**config.mk**
```make
export PLATFORM = sky130hd
export DESIGN_NAME = pid_controller
export DESIGN_NICKNAME = d
export VERILOG_FILES = /design/src/pid_pkg.sv /design/src/dac_controller.sv /design/src/dac_instr_queue.sv /design/src/output_stage.sv /design/src/oversample_filter.sv /design/src/pid_cfg_regs.sv /design/src/pid_controller.sv /design/src/pid_core.sv
export VERILOG_INCLUDE_DIRS = /design/src
export SDC_FILE = /design/constraint.sdc
export NUM_CORES = 2
export LEC_CHECK = 0
export BUFFER_PORTS_ARGS = -buffer_cell sky130_fd_sc_hd__buf_4
export CORE_MARGIN = 2
export CORE_UTILIZATION = 45
export CTS_CLUSTER_DIAMETER = 50
export DETAILED_ROUTE_END_ITERATION = 12
export HOLD_SLACK_MARGIN = 0.03
export PLACE_DENSITY = 0.69
export SYNTH_ARGS = -nofsm -noshare
export SYNTH_HDL_FRONTEND = slang
export SYNTH_HIERARCHICAL = 1
export SYNTH_SLANG_ARGS = --single-unit
```
**constraint.sdc**
```tcl
create_clock -name clk50 -period 15.55 [get_ports clk50]
set_input_delay 0.7775 -clock clk50 [delete_from_list [all_inputs] [get_ports clk50]]
set_output_delay 0.7775 -clock clk50 [all_outputs]
set_load 0.05 [all_outputs]
```
**src/pid_settings.svh**
```systemverilog
`ifndef PID_SETTINGS_SVH
`define PID_SETTINGS_SVH

// channel counts
`define N_ADC           2
`define N_DAC           4

// datapath widths
`define W_SAMPLE        16
`define W_PID           24
`define W_INTEG         32
`define PID_SHIFT       4     // pid sum is scaled down by 2^PID_SHIFT
`define W_OSM           3
`define W_DAC_DATA      16
`define W_DAC_CHS       2

// serial dac frame
`define W_DAC_FRAME     24
`define DAC_CMD_WRITE   4'h3  // write input register and update output
`define DAC_GAP_CYCLES  2     // nsync high time between frames

// axi4-lite register map
`define W_AXI_ADDR      8
`define W_AXI_DATA      32
`define REG_SETP        8'h00
`define REG_PCF         8'h04
`define REG_ICF         8'h08
`define REG_OSM         8'h0C
`define REG_OMIN        8'h10
`define REG_OMAX        8'h14
`define REG_OINIT       8'h18
`define REG_ROUTE       8'h1C  // channel i route in bits [4i+2:4i], {active, dest}
`define REG_CTRL        8'h20  // [N_ADC-1:0] lock enables, [8+i] clear pulse

// reset values of the config
`define OSM_RST         3'd0
`define OMIN_RST        16'h0000
`define OMAX_RST        16'hFFFF
`define OINIT_RST       16'h8000

`endif

```
**src/pid_pkg.sv**
```systemverilog
`include "pid_settings.svh"

package pid_pkg;

	typedef logic [$clog2(`N_ADC)-1:0] adc_chan_t;	// input channel index
	typedef logic signed [`W_SAMPLE-1:0] sample_t;
	typedef logic signed [`W_PID-1:0] pid_word_t;
	typedef logic [`W_DAC_DATA-1:0] dac_code_t;		// straight binary dac code
	typedef logic [`W_DAC_CHS-1:0] dac_chan_t;
	typedef logic [`W_OSM-1:0] osm_t;				// log2 of samples averaged
	typedef logic signed [15:0] coef_t;

	typedef struct packed {
		logic active;		// 0 drops the channel
		dac_chan_t dest;
	} route_t;

	// adc input and oversample filter output
	typedef struct packed {
		logic valid;
		adc_chan_t chan;
		sample_t data;
	} chan_sample_t;

	typedef struct packed {
		logic valid;
		adc_chan_t chan;
		pid_word_t data;
	} chan_pid_t;

	typedef struct packed {
		logic valid;
		dac_chan_t chan;
		dac_code_t code;
	} dac_word_t;

	// everything the host can set
	typedef struct packed {
		sample_t setpoint;
		coef_t p_coef;
		coef_t i_coef;
		osm_t osm;
		dac_code_t omin;
		dac_code_t omax;
		dac_code_t oinit;
		route_t [`N_ADC-1:0] routes;
		logic [`N_ADC-1:0] lock_en;
		logic [`N_ADC-1:0] clear;		// one cycle integrator clear
	} pid_cfg_t;

	typedef enum logic [1:0] {
		IDLE,
		SHIFT,
		GAP
	} dac_state_t;

endpackage

```
**src/dac_controller.sv**
```systemverilog
`timescale 1ns/10ps
`include "pid_settings.svh"

module dac_controller (
	input logic clk50,
	input logic rst_n,
	input pid_pkg::dac_word_t queue_out,
	output logic dac_done,
	output logic dac_nsync,
	output logic dac_sclk,
	output logic dac_din
);

	localparam int W_BIT = $clog2(`W_DAC_FRAME);
	localparam int W_GAP = $clog2(`DAC_GAP_CYCLES + 1);

	pid_pkg::dac_state_t state_q;
	logic [`W_DAC_FRAME-1:0] frame;
	logic [`W_DAC_FRAME-1:0] shreg_q;	// msb goes out first
	logic [W_BIT-1:0] bit_cnt_q;
	logic [W_GAP-1:0] gap_cnt_q;
	logic ph_q;							// 0 rising sclk next, 1 falling next

	// cmd, zero extended channel, code
	assign frame = {`DAC_CMD_WRITE, {(4 - `W_DAC_CHS){1'b0}}, queue_out.chan, queue_out.code};
	assign dac_done = (state_q == pid_pkg::IDLE) && queue_out.valid;	// accept and pop

	always_ff @(posedge clk50) begin
		if (!rst_n) begin
			state_q <= pid_pkg::IDLE;
			dac_nsync <= 1'b1;
			dac_sclk <= 1'b0;
			dac_din <= 1'b0;
			ph_q <= 1'b0;
			bit_cnt_q <= '0;
			gap_cnt_q <= '0;
		end else begin
			case (state_q)
				pid_pkg::IDLE: begin
					if (dac_done) begin
						shreg_q <= frame;
						dac_nsync <= 1'b0;	// frame starts
						ph_q <= 1'b0;
						bit_cnt_q <= '0;
						state_q <= pid_pkg::SHIFT;
					end
				end
				pid_pkg::SHIFT: begin
					if (!ph_q) begin		// rising sclk, new data bit
						dac_sclk <= 1'b1;
						dac_din <= shreg_q[`W_DAC_FRAME-1];
						shreg_q <= {shreg_q[`W_DAC_FRAME-2:0], 1'b0};
						ph_q <= 1'b1;
					end else begin			// falling sclk, dac samples din
						dac_sclk <= 1'b0;
						ph_q <= 1'b0;
						if (bit_cnt_q == W_BIT'(`W_DAC_FRAME - 1)) begin
							gap_cnt_q <= '0;
							state_q <= pid_pkg::GAP;
						end else begin
							bit_cnt_q <= bit_cnt_q + 1'b1;
						end
					end
				end
				pid_pkg::GAP: begin
					dac_nsync <= 1'b1;		// rises one cycle after the last falling edge
					dac_din <= 1'b0;
					if (gap_cnt_q == W_GAP'(`DAC_GAP_CYCLES)) state_q <= pid_pkg::IDLE;
					else gap_cnt_q <= gap_cnt_q + 1'b1;
				end
				default: state_q <= pid_pkg::IDLE;
			endcase
		end
	end

endmodule

```
**src/dac_instr_queue.sv**
```systemverilog
`timescale 1ns/10ps
`include "pid_settings.svh"

module dac_instr_queue (
	input logic clk50,
	input logic rst_n,
	input pid_pkg::dac_word_t opp_out,
	input logic dac_done,
	output pid_pkg::dac_word_t queue_out
);

	logic [`N_DAC-1:0] pend_q;				// slot holds an unsent code
	pid_pkg::dac_code_t slot_q [`N_DAC];	// latest code per dac channel

	// lowest pending channel wins, scan from the top so it is assigned last
	always_comb begin
		queue_out = '0;
		for (int d = `N_DAC - 1; d >= 0; d--) begin
			if (pend_q[d]) begin
				queue_out.valid = 1'b1;
				queue_out.chan = pid_pkg::dac_chan_t'(d);
				queue_out.code = slot_q[d];
			end
		end
	end

	always_ff @(posedge clk50) begin
		if (!rst_n) begin
			pend_q <= '0;
		end else begin
			if (dac_done) pend_q[queue_out.chan] <= 1'b0;		// popped by the serializer
			if (opp_out.valid) pend_q[opp_out.chan] <= 1'b1;	// a new word beats the pop
		end
	end

	// a busy serializer just gets the newest value later
	always_ff @(posedge clk50) begin
		if (opp_out.valid) slot_q[opp_out.chan] <= opp_out.code;
	end

endmodule

```
**src/output_stage.sv**
```systemverilog
`timescale 1ns/10ps
`include "pid_settings.svh"

module output_stage (
	input logic clk50,
	input logic rst_n,
	input pid_pkg::pid_cfg_t cfg,
	input pid_pkg::chan_pid_t pid_out,
	output pid_pkg::dac_word_t opp_out
);

	localparam int W_BIAS = `W_PID + 2;		// pid word plus unsigned offset

	pid_pkg::route_t route;					// route of the incoming channel
	logic signed [W_BIAS-1:0] biased;
	pid_pkg::dac_code_t code;

	always_comb begin
		route = cfg.routes[pid_out.chan];
		biased = $signed({1'b0, cfg.oinit}) + $signed(pid_out.data);
		// clamp into [omin, omax]
		if (biased < $signed({1'b0, cfg.omin})) begin
			code = cfg.omin;
		end else if (biased > $signed({1'b0, cfg.omax})) begin
			code = cfg.omax;
		end else begin
			code = biased[`W_DAC_DATA-1:0];
		end
	end

	always_ff @(posedge clk50) begin
		if (!rst_n) begin
			opp_out.valid <= 1'b0;
		end else begin
			opp_out.valid <= pid_out.valid & route.active;	// unrouted items die here
			opp_out.chan <= route.dest;
			opp_out.code <= code;
		end
	end

endmodule

```
**src/oversample_filter.sv**
```systemverilog
`timescale 1ns/10ps
`include "pid_settings.svh"

module oversample_filter (
	input logic clk50,
	input logic rst_n,
	input pid_pkg::pid_cfg_t cfg,
	input pid_pkg::chan_sample_t sample_in,
	output pid_pkg::chan_sample_t osf_out
);

	localparam int W_CNT = (1 << `W_OSM) - 1;		// counts up to 2^osm - 1
	localparam int W_ACC = `W_SAMPLE + W_CNT;		// room for 2^max_osm samples

	logic signed [W_ACC-1:0] sum_q [`N_ADC];	// running sum per channel
	logic [W_CNT-1:0] cnt_q [`N_ADC];			// samples taken in this group
	logic signed [W_ACC-1:0] acc_next;
	logic signed [W_ACC-1:0] acc_avg;
	logic [W_CNT-1:0] cnt_last;
	logic grp_done;

	always_comb begin
		acc_next = sum_q[sample_in.chan] + $signed(sample_in.data);	// sign extends
		acc_avg = acc_next >>> cfg.osm;				// divide by 2^osm
		cnt_last = (W_CNT'(1) << cfg.osm) - 1'b1;
		grp_done = cnt_q[sample_in.chan] >= cnt_last;	// >= covers an osm drop mid group
	end

	always_ff @(posedge clk50) begin
		if (!rst_n) begin
			osf_out.valid <= 1'b0;
			for (int c = 0; c < `N_ADC; c++) begin
				sum_q[c] <= '0;
				cnt_q[c] <= '0;
			end
		end else begin
			osf_out.valid <= sample_in.valid & grp_done;
			osf_out.chan <= sample_in.chan;
			osf_out.data <= acc_avg[`W_SAMPLE-1:0];
			if (sample_in.valid) begin
				if (grp_done) begin				// group complete, restart
					sum_q[sample_in.chan] <= '0;
					cnt_q[sample_in.chan] <= '0;
				end else begin
					sum_q[sample_in.chan] <= acc_next;
					cnt_q[sample_in.chan] <= cnt_q[sample_in.chan] + 1'b1;
				end
			end
		end
	end

endmodule

```
**src/pid_cfg_regs.sv**
```systemverilog
`timescale 1ns/10ps
`include "pid_settings.svh"

module pid_cfg_regs (
	input logic clk50,
	input logic rst_n,
	input logic [`W_AXI_ADDR-1:0] s_axi_awaddr,
	input logic s_axi_awvalid,
	output logic s_axi_awready,
	input logic [`W_AXI_DATA-1:0] s_axi_wdata,
	input logic [3:0] s_axi_wstrb,
	input logic s_axi_wvalid,
	output logic s_axi_wready,
	output logic [1:0] s_axi_bresp,
	output logic s_axi_bvalid,
	input logic s_axi_bready,
	input logic [`W_AXI_ADDR-1:0] s_axi_araddr,
	input logic s_axi_arvalid,
	output logic s_axi_arready,
	output logic [`W_AXI_DATA-1:0] s_axi_rdata,
	output logic [1:0] s_axi_rresp,
	output logic s_axi_rvalid,
	input logic s_axi_rready,
	output pid_pkg::pid_cfg_t cfg
);

	logic wr_hs;							// address and data accepted
	logic rd_hs;
	logic [`W_AXI_DATA-1:0] wr_word;		// old value merged with strobed bytes

	// 32 bit view of a register, unknown addresses give zero
	function automatic logic [`W_AXI_DATA-1:0] reg_word(
		input logic [`W_AXI_ADDR-1:0] addr,
		input pid_pkg::pid_cfg_t c
	);
		logic [`W_AXI_DATA-1:0] w;
		w = '0;
		case (addr)
			`REG_SETP: w[15:0] = c.setpoint;
			`REG_PCF: w[15:0] = c.p_coef;
			`REG_ICF: w[15:0] = c.i_coef;
			`REG_OSM: w[`W_OSM-1:0] = c.osm;
			`REG_OMIN: w[`W_DAC_DATA-1:0] = c.omin;
			`REG_OMAX: w[`W_DAC_DATA-1:0] = c.omax;
			`REG_OINIT: w[`W_DAC_DATA-1:0] = c.oinit;
			`REG_ROUTE: for (int i = 0; i < `N_ADC; i++) w[4*i +: 3] = c.routes[i];
			`REG_CTRL: w[`N_ADC-1:0] = c.lock_en;	// clear bits are write only
			default: w = '0;
		endcase
		return w;
	endfunction

	assign wr_hs = s_axi_awready & s_axi_awvalid & s_axi_wvalid;
	assign rd_hs = s_axi_arready & s_axi_arvalid;
	assign s_axi_bresp = 2'b00;	// always OKAY
	assign s_axi_rresp = 2'b00;

	// byte strobes only touch their own lane
	always_comb begin
		wr_word = reg_word(s_axi_awaddr, cfg);
		for (int b = 0; b < 4; b++) begin
			if (s_axi_wstrb[b]) wr_word[8*b +: 8] = s_axi_wdata[8*b +: 8];
		end
	end

	////////////////////////////////////////////////////////////////////////////
	// handshakes and register writes
	////////////////////////////////////////////////////////////////////////////

	always_ff @(posedge clk50) begin
		if (!rst_n) begin
			s_axi_awready <= 1'b0;
			s_axi_wready <= 1'b0;
			s_axi_bvalid <= 1'b0;
			s_axi_arready <= 1'b0;
			s_axi_rvalid <= 1'b0;
			cfg.setpoint <= '0;
			cfg.p_coef <= '0;
			cfg.i_coef <= '0;
			cfg.osm <= `OSM_RST;
			cfg.omin <= `OMIN_RST;
			cfg.omax <= `OMAX_RST;
			cfg.oinit <= `OINIT_RST;
			cfg.routes <= '0;		// all routes inactive
			cfg.lock_en <= '0;
			cfg.clear <= '0;
		end else begin
			// ready pulses once both halves of the write are present
			s_axi_awready <= s_axi_awvalid & s_axi_wvalid & ~s_axi_awready & ~s_axi_bvalid;
			s_axi_wready <= s_axi_awvalid & s_axi_wvalid & ~s_axi_awready & ~s_axi_bvalid;
			s_axi_arready <= s_axi_arvalid & ~s_axi_arready & ~s_axi_rvalid;
			cfg.clear <= '0;	// default, pulse lasts one cycle
			if (wr_hs) s_axi_bvalid <= 1'b1;
			else if (s_axi_bready) s_axi_bvalid <= 1'b0;
			if (rd_hs) begin
				s_axi_rvalid <= 1'b1;
				s_axi_rdata <= reg_word(s_axi_araddr, cfg);
			end else if (s_axi_rready) begin
				s_axi_rvalid <= 1'b0;
			end
			if (wr_hs) begin
				case (s_axi_awaddr)
					`REG_SETP: cfg.setpoint <= wr_word[15:0];
					`REG_PCF: cfg.p_coef <= wr_word[15:0];
					`REG_ICF: cfg.i_coef <= wr_word[15:0];
					`REG_OSM: cfg.osm <= wr_word[`W_OSM-1:0];
					`REG_OMIN: cfg.omin <= wr_word[`W_DAC_DATA-1:0];
					`REG_OMAX: cfg.omax <= wr_word[`W_DAC_DATA-1:0];
					`REG_OINIT: cfg.oinit <= wr_word[`W_DAC_DATA-1:0];
					`REG_ROUTE: begin
						for (int i = 0; i < `N_ADC; i++) cfg.routes[i] <= wr_word[4*i +: 3];
					end
					`REG_CTRL: begin
						cfg.lock_en <= wr_word[`N_ADC-1:0];
						cfg.clear <= wr_word[8 +: `N_ADC];
					end
					default: ;	// writes to unknown addresses are dropped
				endcase
			end
		end
	end

endmodule

```
**src/pid_controller.sv**
```systemverilog
`timescale 1ns/10ps
`include "pid_settings.svh"

module pid_controller (
	input logic clk50,
	input logic rst_n,
	input logic [`W_AXI_ADDR-1:0] s_axi_awaddr,
	input logic s_axi_awvalid,
	output logic s_axi_awready,
	input logic [`W_AXI_DATA-1:0] s_axi_wdata,
	input logic [3:0] s_axi_wstrb,
	input logic s_axi_wvalid,
	output logic s_axi_wready,
	output logic [1:0] s_axi_bresp,
	output logic s_axi_bvalid,
	input logic s_axi_bready,
	input logic [`W_AXI_ADDR-1:0] s_axi_araddr,
	input logic s_axi_arvalid,
	output logic s_axi_arready,
	output logic [`W_AXI_DATA-1:0] s_axi_rdata,
	output logic [1:0] s_axi_rresp,
	output logic s_axi_rvalid,
	input logic s_axi_rready,
	input pid_pkg::chan_sample_t sample_in,
	output logic dac_nsync,
	output logic dac_sclk,
	output logic dac_din,
	output logic dac_nldac,
	output logic dac_nclr
);

	pid_pkg::pid_cfg_t cfg;
	pid_pkg::chan_sample_t osf_out;	// averaged samples
	pid_pkg::chan_pid_t pid_out;
	pid_pkg::dac_word_t opp_out;		// routed, clamped codes
	pid_pkg::dac_word_t queue_out;		// word offered to the serializer
	logic dac_done;

	assign dac_nldac = 1'b0;	// outputs update as each frame completes
	assign dac_nclr = 1'b1;		// never clear the dac

	////////////////////////////////////////////////////////////////////////////
	// register block and pipeline
	////////////////////////////////////////////////////////////////////////////

	pid_cfg_regs cfg_regs_inst (
		.clk50 (clk50), .rst_n (rst_n),
		.s_axi_awaddr (s_axi_awaddr), .s_axi_awvalid (s_axi_awvalid),
		.s_axi_awready (s_axi_awready),
		.s_axi_wdata (s_axi_wdata), .s_axi_wstrb (s_axi_wstrb),
		.s_axi_wvalid (s_axi_wvalid), .s_axi_wready (s_axi_wready),
		.s_axi_bresp (s_axi_bresp), .s_axi_bvalid (s_axi_bvalid),
		.s_axi_bready (s_axi_bready),
		.s_axi_araddr (s_axi_araddr), .s_axi_arvalid (s_axi_arvalid),
		.s_axi_arready (s_axi_arready),
		.s_axi_rdata (s_axi_rdata), .s_axi_rresp (s_axi_rresp),
		.s_axi_rvalid (s_axi_rvalid), .s_axi_rready (s_axi_rready),
		.cfg (cfg)
	);

	oversample_filter osf_inst (
		.clk50 (clk50), .rst_n (rst_n), .cfg (cfg),
		.sample_in (sample_in), .osf_out (osf_out)
	);

	pid_core pid_inst (
		.clk50 (clk50), .rst_n (rst_n), .cfg (cfg),
		.osf_out (osf_out), .pid_out (pid_out)
	);

	output_stage opp_inst (
		.clk50 (clk50), .rst_n (rst_n), .cfg (cfg),
		.pid_out (pid_out), .opp_out (opp_out)
	);

	dac_instr_queue diq_inst (
		.clk50 (clk50), .rst_n (rst_n), .opp_out (opp_out),
		.dac_done (dac_done), .queue_out (queue_out)
	);

	dac_controller dac_inst (
		.clk50 (clk50), .rst_n (rst_n), .queue_out (queue_out),
		.dac_done (dac_done), .dac_nsync (dac_nsync),
		.dac_sclk (dac_sclk), .dac_din (dac_din)
	);

endmodule

```
**src/pid_core.sv**
```systemverilog
`timescale 1ns/10ps
`include "pid_settings.svh"

module pid_core (
	input logic clk50,
	input logic rst_n,
	input pid_pkg::pid_cfg_t cfg,
	input pid_pkg::chan_sample_t osf_out,
	output pid_pkg::chan_pid_t pid_out
);

	localparam int W_ERR = `W_SAMPLE + 1;					// setpoint minus sample
	localparam int W_PROD = $bits(pid_pkg::coef_t) + W_ERR;
	localparam int W_SUM = `W_INTEG + 2;					// p term plus integrator

	logic signed [`W_INTEG-1:0] integ_q [`N_ADC];	// integrator per channel
	logic signed [W_ERR-1:0] err;
	logic signed [W_PROD-1:0] p_term;
	logic signed [W_PROD-1:0] i_term;
	logic signed [`W_INTEG-1:0] integ_next;
	logic signed [W_SUM-1:0] pid_sum;
	logic signed [W_SUM-1:0] pid_scaled;

	////////////////////////////////////////////////////////////////////////////
	// error and terms for the channel of the incoming sample
	////////////////////////////////////////////////////////////////////////////

	always_comb begin
		err = $signed(cfg.setpoint) - $signed(osf_out.data);
		p_term = $signed(cfg.p_coef) * err;
		i_term = $signed(cfg.i_coef) * err;
		integ_next = integ_q[osf_out.chan] + i_term[`W_INTEG-1:0];	// wraps on overflow
		pid_sum = p_term + integ_next;
		pid_scaled = pid_sum >>> `PID_SHIFT;
	end

	always_ff @(posedge clk50) begin
		if (!rst_n) begin
			pid_out.valid <= 1'b0;
			for (int c = 0; c < `N_ADC; c++) integ_q[c] <= '0;
		end else begin
			pid_out.valid <= osf_out.valid;
			pid_out.chan <= osf_out.chan;
			// unlocked channels put out zero, so the dac sits at oinit
			pid_out.data <= cfg.lock_en[osf_out.chan] ? pid_scaled[`W_PID-1:0] : '0;
			for (int c = 0; c < `N_ADC; c++) begin
				if (cfg.clear[c] || !cfg.lock_en[c]) begin
					integ_q[c] <= '0;			// held at zero while unlocked
				end else if (osf_out.valid && osf_out.chan == pid_pkg::adc_chan_t'(c)) begin
					integ_q[c] <= integ_next;
				end
			end
		end
	end

endmodule

```
==> results.sh <==
export IMPL_cpMostUsedCell="fa_1"
export IMPL_peakVddDrop_v=0.0000873
export IMPL_critPathKind="reg2reg"
export IMPL_gp_congestion=0.946
export IMPL_maxSlewHeadroom=0.164
export IMPL_dr_pass1_iters=7
export IMPL_dieArea_sq_um=97500
export IMPL_holdBufCountCts=0
export IMPL_nFillCells=8629
export IMPL_clock_fmax_mhz=73.9
export IMPL_cts_setup_buffers=0
export IMPL_netlist_area_sq_um=42800
export IMPL_synth_flop_cell="edfxtp_1"
export IMPL_wire_per_inst_um=20.1
export IMPL_synth_area_leader_cell="fa_1"
export IMPL_cts_resized=0
export IMPL_cts_sinks=413
export IMPL_io_pins=123
export IMPL_p_per_area_nw_per_um2=62.6
export IMPL_hpwl_um=85400
export IMPL_dieWidth_um=312
export IMPL_worstPathArrival_ps=13910
export IMPL_overflow=0
export IMPL_cts_buffer_depth=3
export IMPL_final_common_cell="inv_1"
export IMPL_row_count=113
export IMPL_tritoncts="yes"
export IMPL_end_kind="register"
export IMPL_rsz0062_at_grt="no"
export IMPL_antenna_found_initial=3
export IMPL_status="complete, no violations"
export IMPL_drv_cap=0
export IMPL_slew_violations=0
export IMPL_synthMuxAreaShare=0.0503
export IMPL_area_growth_pct=8.68
export IMPL_cts_root_buf="clkbuf_16"
export IMPL_post_route_drc_count=0
export IMPL_synth_top_family_by_area="adder cells"
export IMPL_viasPerCell=5.55
export IMPL_min_path_type="in2reg"
export IMPL_seq_area_frac_synth=0.259
export IMPL_worst_slack_ps=2010
export IMPL_grtUsageTotal=0.239
export IMPL_synth_cell_types=120
export IMPL_insertedDiodeCount=0
export IMPL_p_total_w=0.00291
export IMPL_crit_path_max_fanout=16
export IMPL_synthAdderAreaFrac=0.323
export IMPL_cts_buffers=51
export IMPL_yosys_top_cells_area="fa_1 (24%), edfxtp_1 (20%), ha_1 (7.9%), inv_1 (6.8%), dfxtp_1 (6.2%)"
export IMPL_initial_core_util=0.452
export IMPL_worst_slew_pin_slew_ps=1250
export IMPL_async_reset_ff_frac=0
export IMPL_hold_viol_final=0
export IMPL_ys_ff_latch=413
export IMPL_vias=31500
export IMPL_ys_warn_count=6
export IMPL_grt_max_degree=107
export IMPL_max_stage_delay_ps=520
export IMPL_clock_skew_ps=38.2
export IMPL_critPathRequiredTime_ps=15930
export IMPL_clk_latency_ps=650
export IMPL_die_h_um=312
export IMPL_htreeDepth=2
export IMPL_grt_pass1_wl_um=183000
export IMPL_ant_nets=0
export IMPL_preCtsSetupSlack_ps=2190
export IMPL_netlist_area_leader_share=0.244
export IMPL_clk_pin_slew_ps=70
export IMPL_drt_iter0_drc=2516
export IMPL_nNetsFinal=5245
export IMPL_grt_pass1_vias=32400
export IMPL_drt_wl_total_um=114000
export IMPL_start_kind="register"
export IMPL_synthSimpleGateAreaFrac=0.137
export IMPL_synth_enable_flop_cells=280
export IMPL_fin_setup_tns_ps=0
export IMPL_period_share=0.871
export IMPL_p_leak_nw=20.2
export IMPL_crit_slowest_cell="dfxtp_1"
export IMPL_core_sq_um=94600
export IMPL_drive_gt1_frac=0.101
export IMPL_port_buffers=82
export IMPL_synthXorXnorAreaFrac=0.0282
export IMPL_synth_compound_area_share=0.109
export IMPL_synth_area_per_cell_sq_um=9.78
export IMPL_setup_viol=0
export IMPL_layout_common_cells="inv_1 (770), fa_1 (521), nand2_1 (385)"
export IMPL_finalCriticalPeriod_ps=13540
export IMPL_postSynthCellCount=4372
==> critical path, delay by kind of cell, from the launching register on <==
family / cells / cell delay, ps
and+or+nand+nor: 10 / 1330
buffers and inverters: 8 / 880
DFF: 1 / 520
adders and majority gates: 14 / 6170
AOI/OAI and AO/OA: 14 / 2910
xor gates and xnor gates: 4 / 1420
==> where the power goes <==
part	total, W	switching (W)	internal, W
registers	0.00121	0.0000115	0.00119
logic	0.000425	0.000299	0.000126
clock network	0.00128	0.000539	0.000741
total	0.00291	0.000849	0.00206
==> sequential cells by signal, indices dropped and copies added (netlist names), 14 cells and up <==
register	count
cfg_regs_inst/s_axi_rdata	16
osf_inst/cnt_q	14
pid_inst/integ_q	56
pid_inst/pid_out	26
dac_inst/shreg_q	24
diq_inst/slot_q	64
cfg_regs_inst/cfg	109
opp_inst/opp_out	19
osf_inst/osf_out	18
osf_inst/sum_q	46
==> stage by stage <==
step | cell area (sq um) | instances | hold slack, ps | util
2_1_floorplan | 42800 | 4391 | 401 | -
3_3_place_gp | 44600 | 5589 | 423 | 0.472
3_5_place_dp | 44600 | 5589 | 439 | 0.472
4_1_cts | 46500 | 5685 | 336 | 0.491
5_1_grt | 46500 | 5685 | 357 | 0.491
6_report | 46500 | 5685 | 372 | 0.491
==> logic make-up after synthesis <==
family	after synthesis
multiplexers	189
adder cells (fa/ha/maj)	791
AO/OA/AOI/OAI	678
AND/OR/NAND/NOR	1178
other	3
XOR/XNOR	129
buffers and inverters	991
flip-flops	413
==> Yosys cell counts, drive strengths merged (65+ instances only) <==
cell type,number
ha,270
mux2i,88
mux2,89
a22oi,65
dfxtp,133
edfxtp,280
nor2,244
inv,772
a21oi,180
fa,521
o21ai,139
and2,254
buf,75
nand2,385
xnor2,81
clkbuf,142
==> worst paths after layout <==
check	endpoint	slack [ps]	start	cells past startpoint
setup reg to reg	pid_inst/pid_out[23]$_SDFFCE_PN0P_	2010	cfg_regs_inst/cfg[95]$_SDFFE_PN0P_	50
hold reg to reg	cfg_regs_inst/s_axi_wready$_SDFF_PN0_	450	cfg_regs_inst/s_axi_bvalid$_SDFFE_PN0P_	1
setup / recovery	pid_inst/pid_out[23]$_SDFFCE_PN0P_	2010	cfg_regs_inst/cfg[95]$_SDFFE_PN0P_	50
hold / removal	cfg_regs_inst/s_axi_arready$_SDFF_PN0_	370	s_axi_arvalid	3
==> per-layer routing <==
metal,GRT usage,part of all wire
met1,0.315,0.41
met4,0.0978,0.045
met2,0.390,0.47
met5,0,0.000070
met3,0.0423,0.077
==> layout make-up <==
class,count,area [sq um],share of cell area
Sequential cell,413,11100,0.238
Inverter,774,2910,0.0625
Tap cell,1265,1580,0.0340
Multi-Input combinational cell,2987,27900,0.601
Clock inverter,33,412,0.00886
Timing Repair Buffer,150,1140,0.0246
Clock buffer,63,1440,0.0309
No activity file was read; power rests on OpenSTA's default activity.
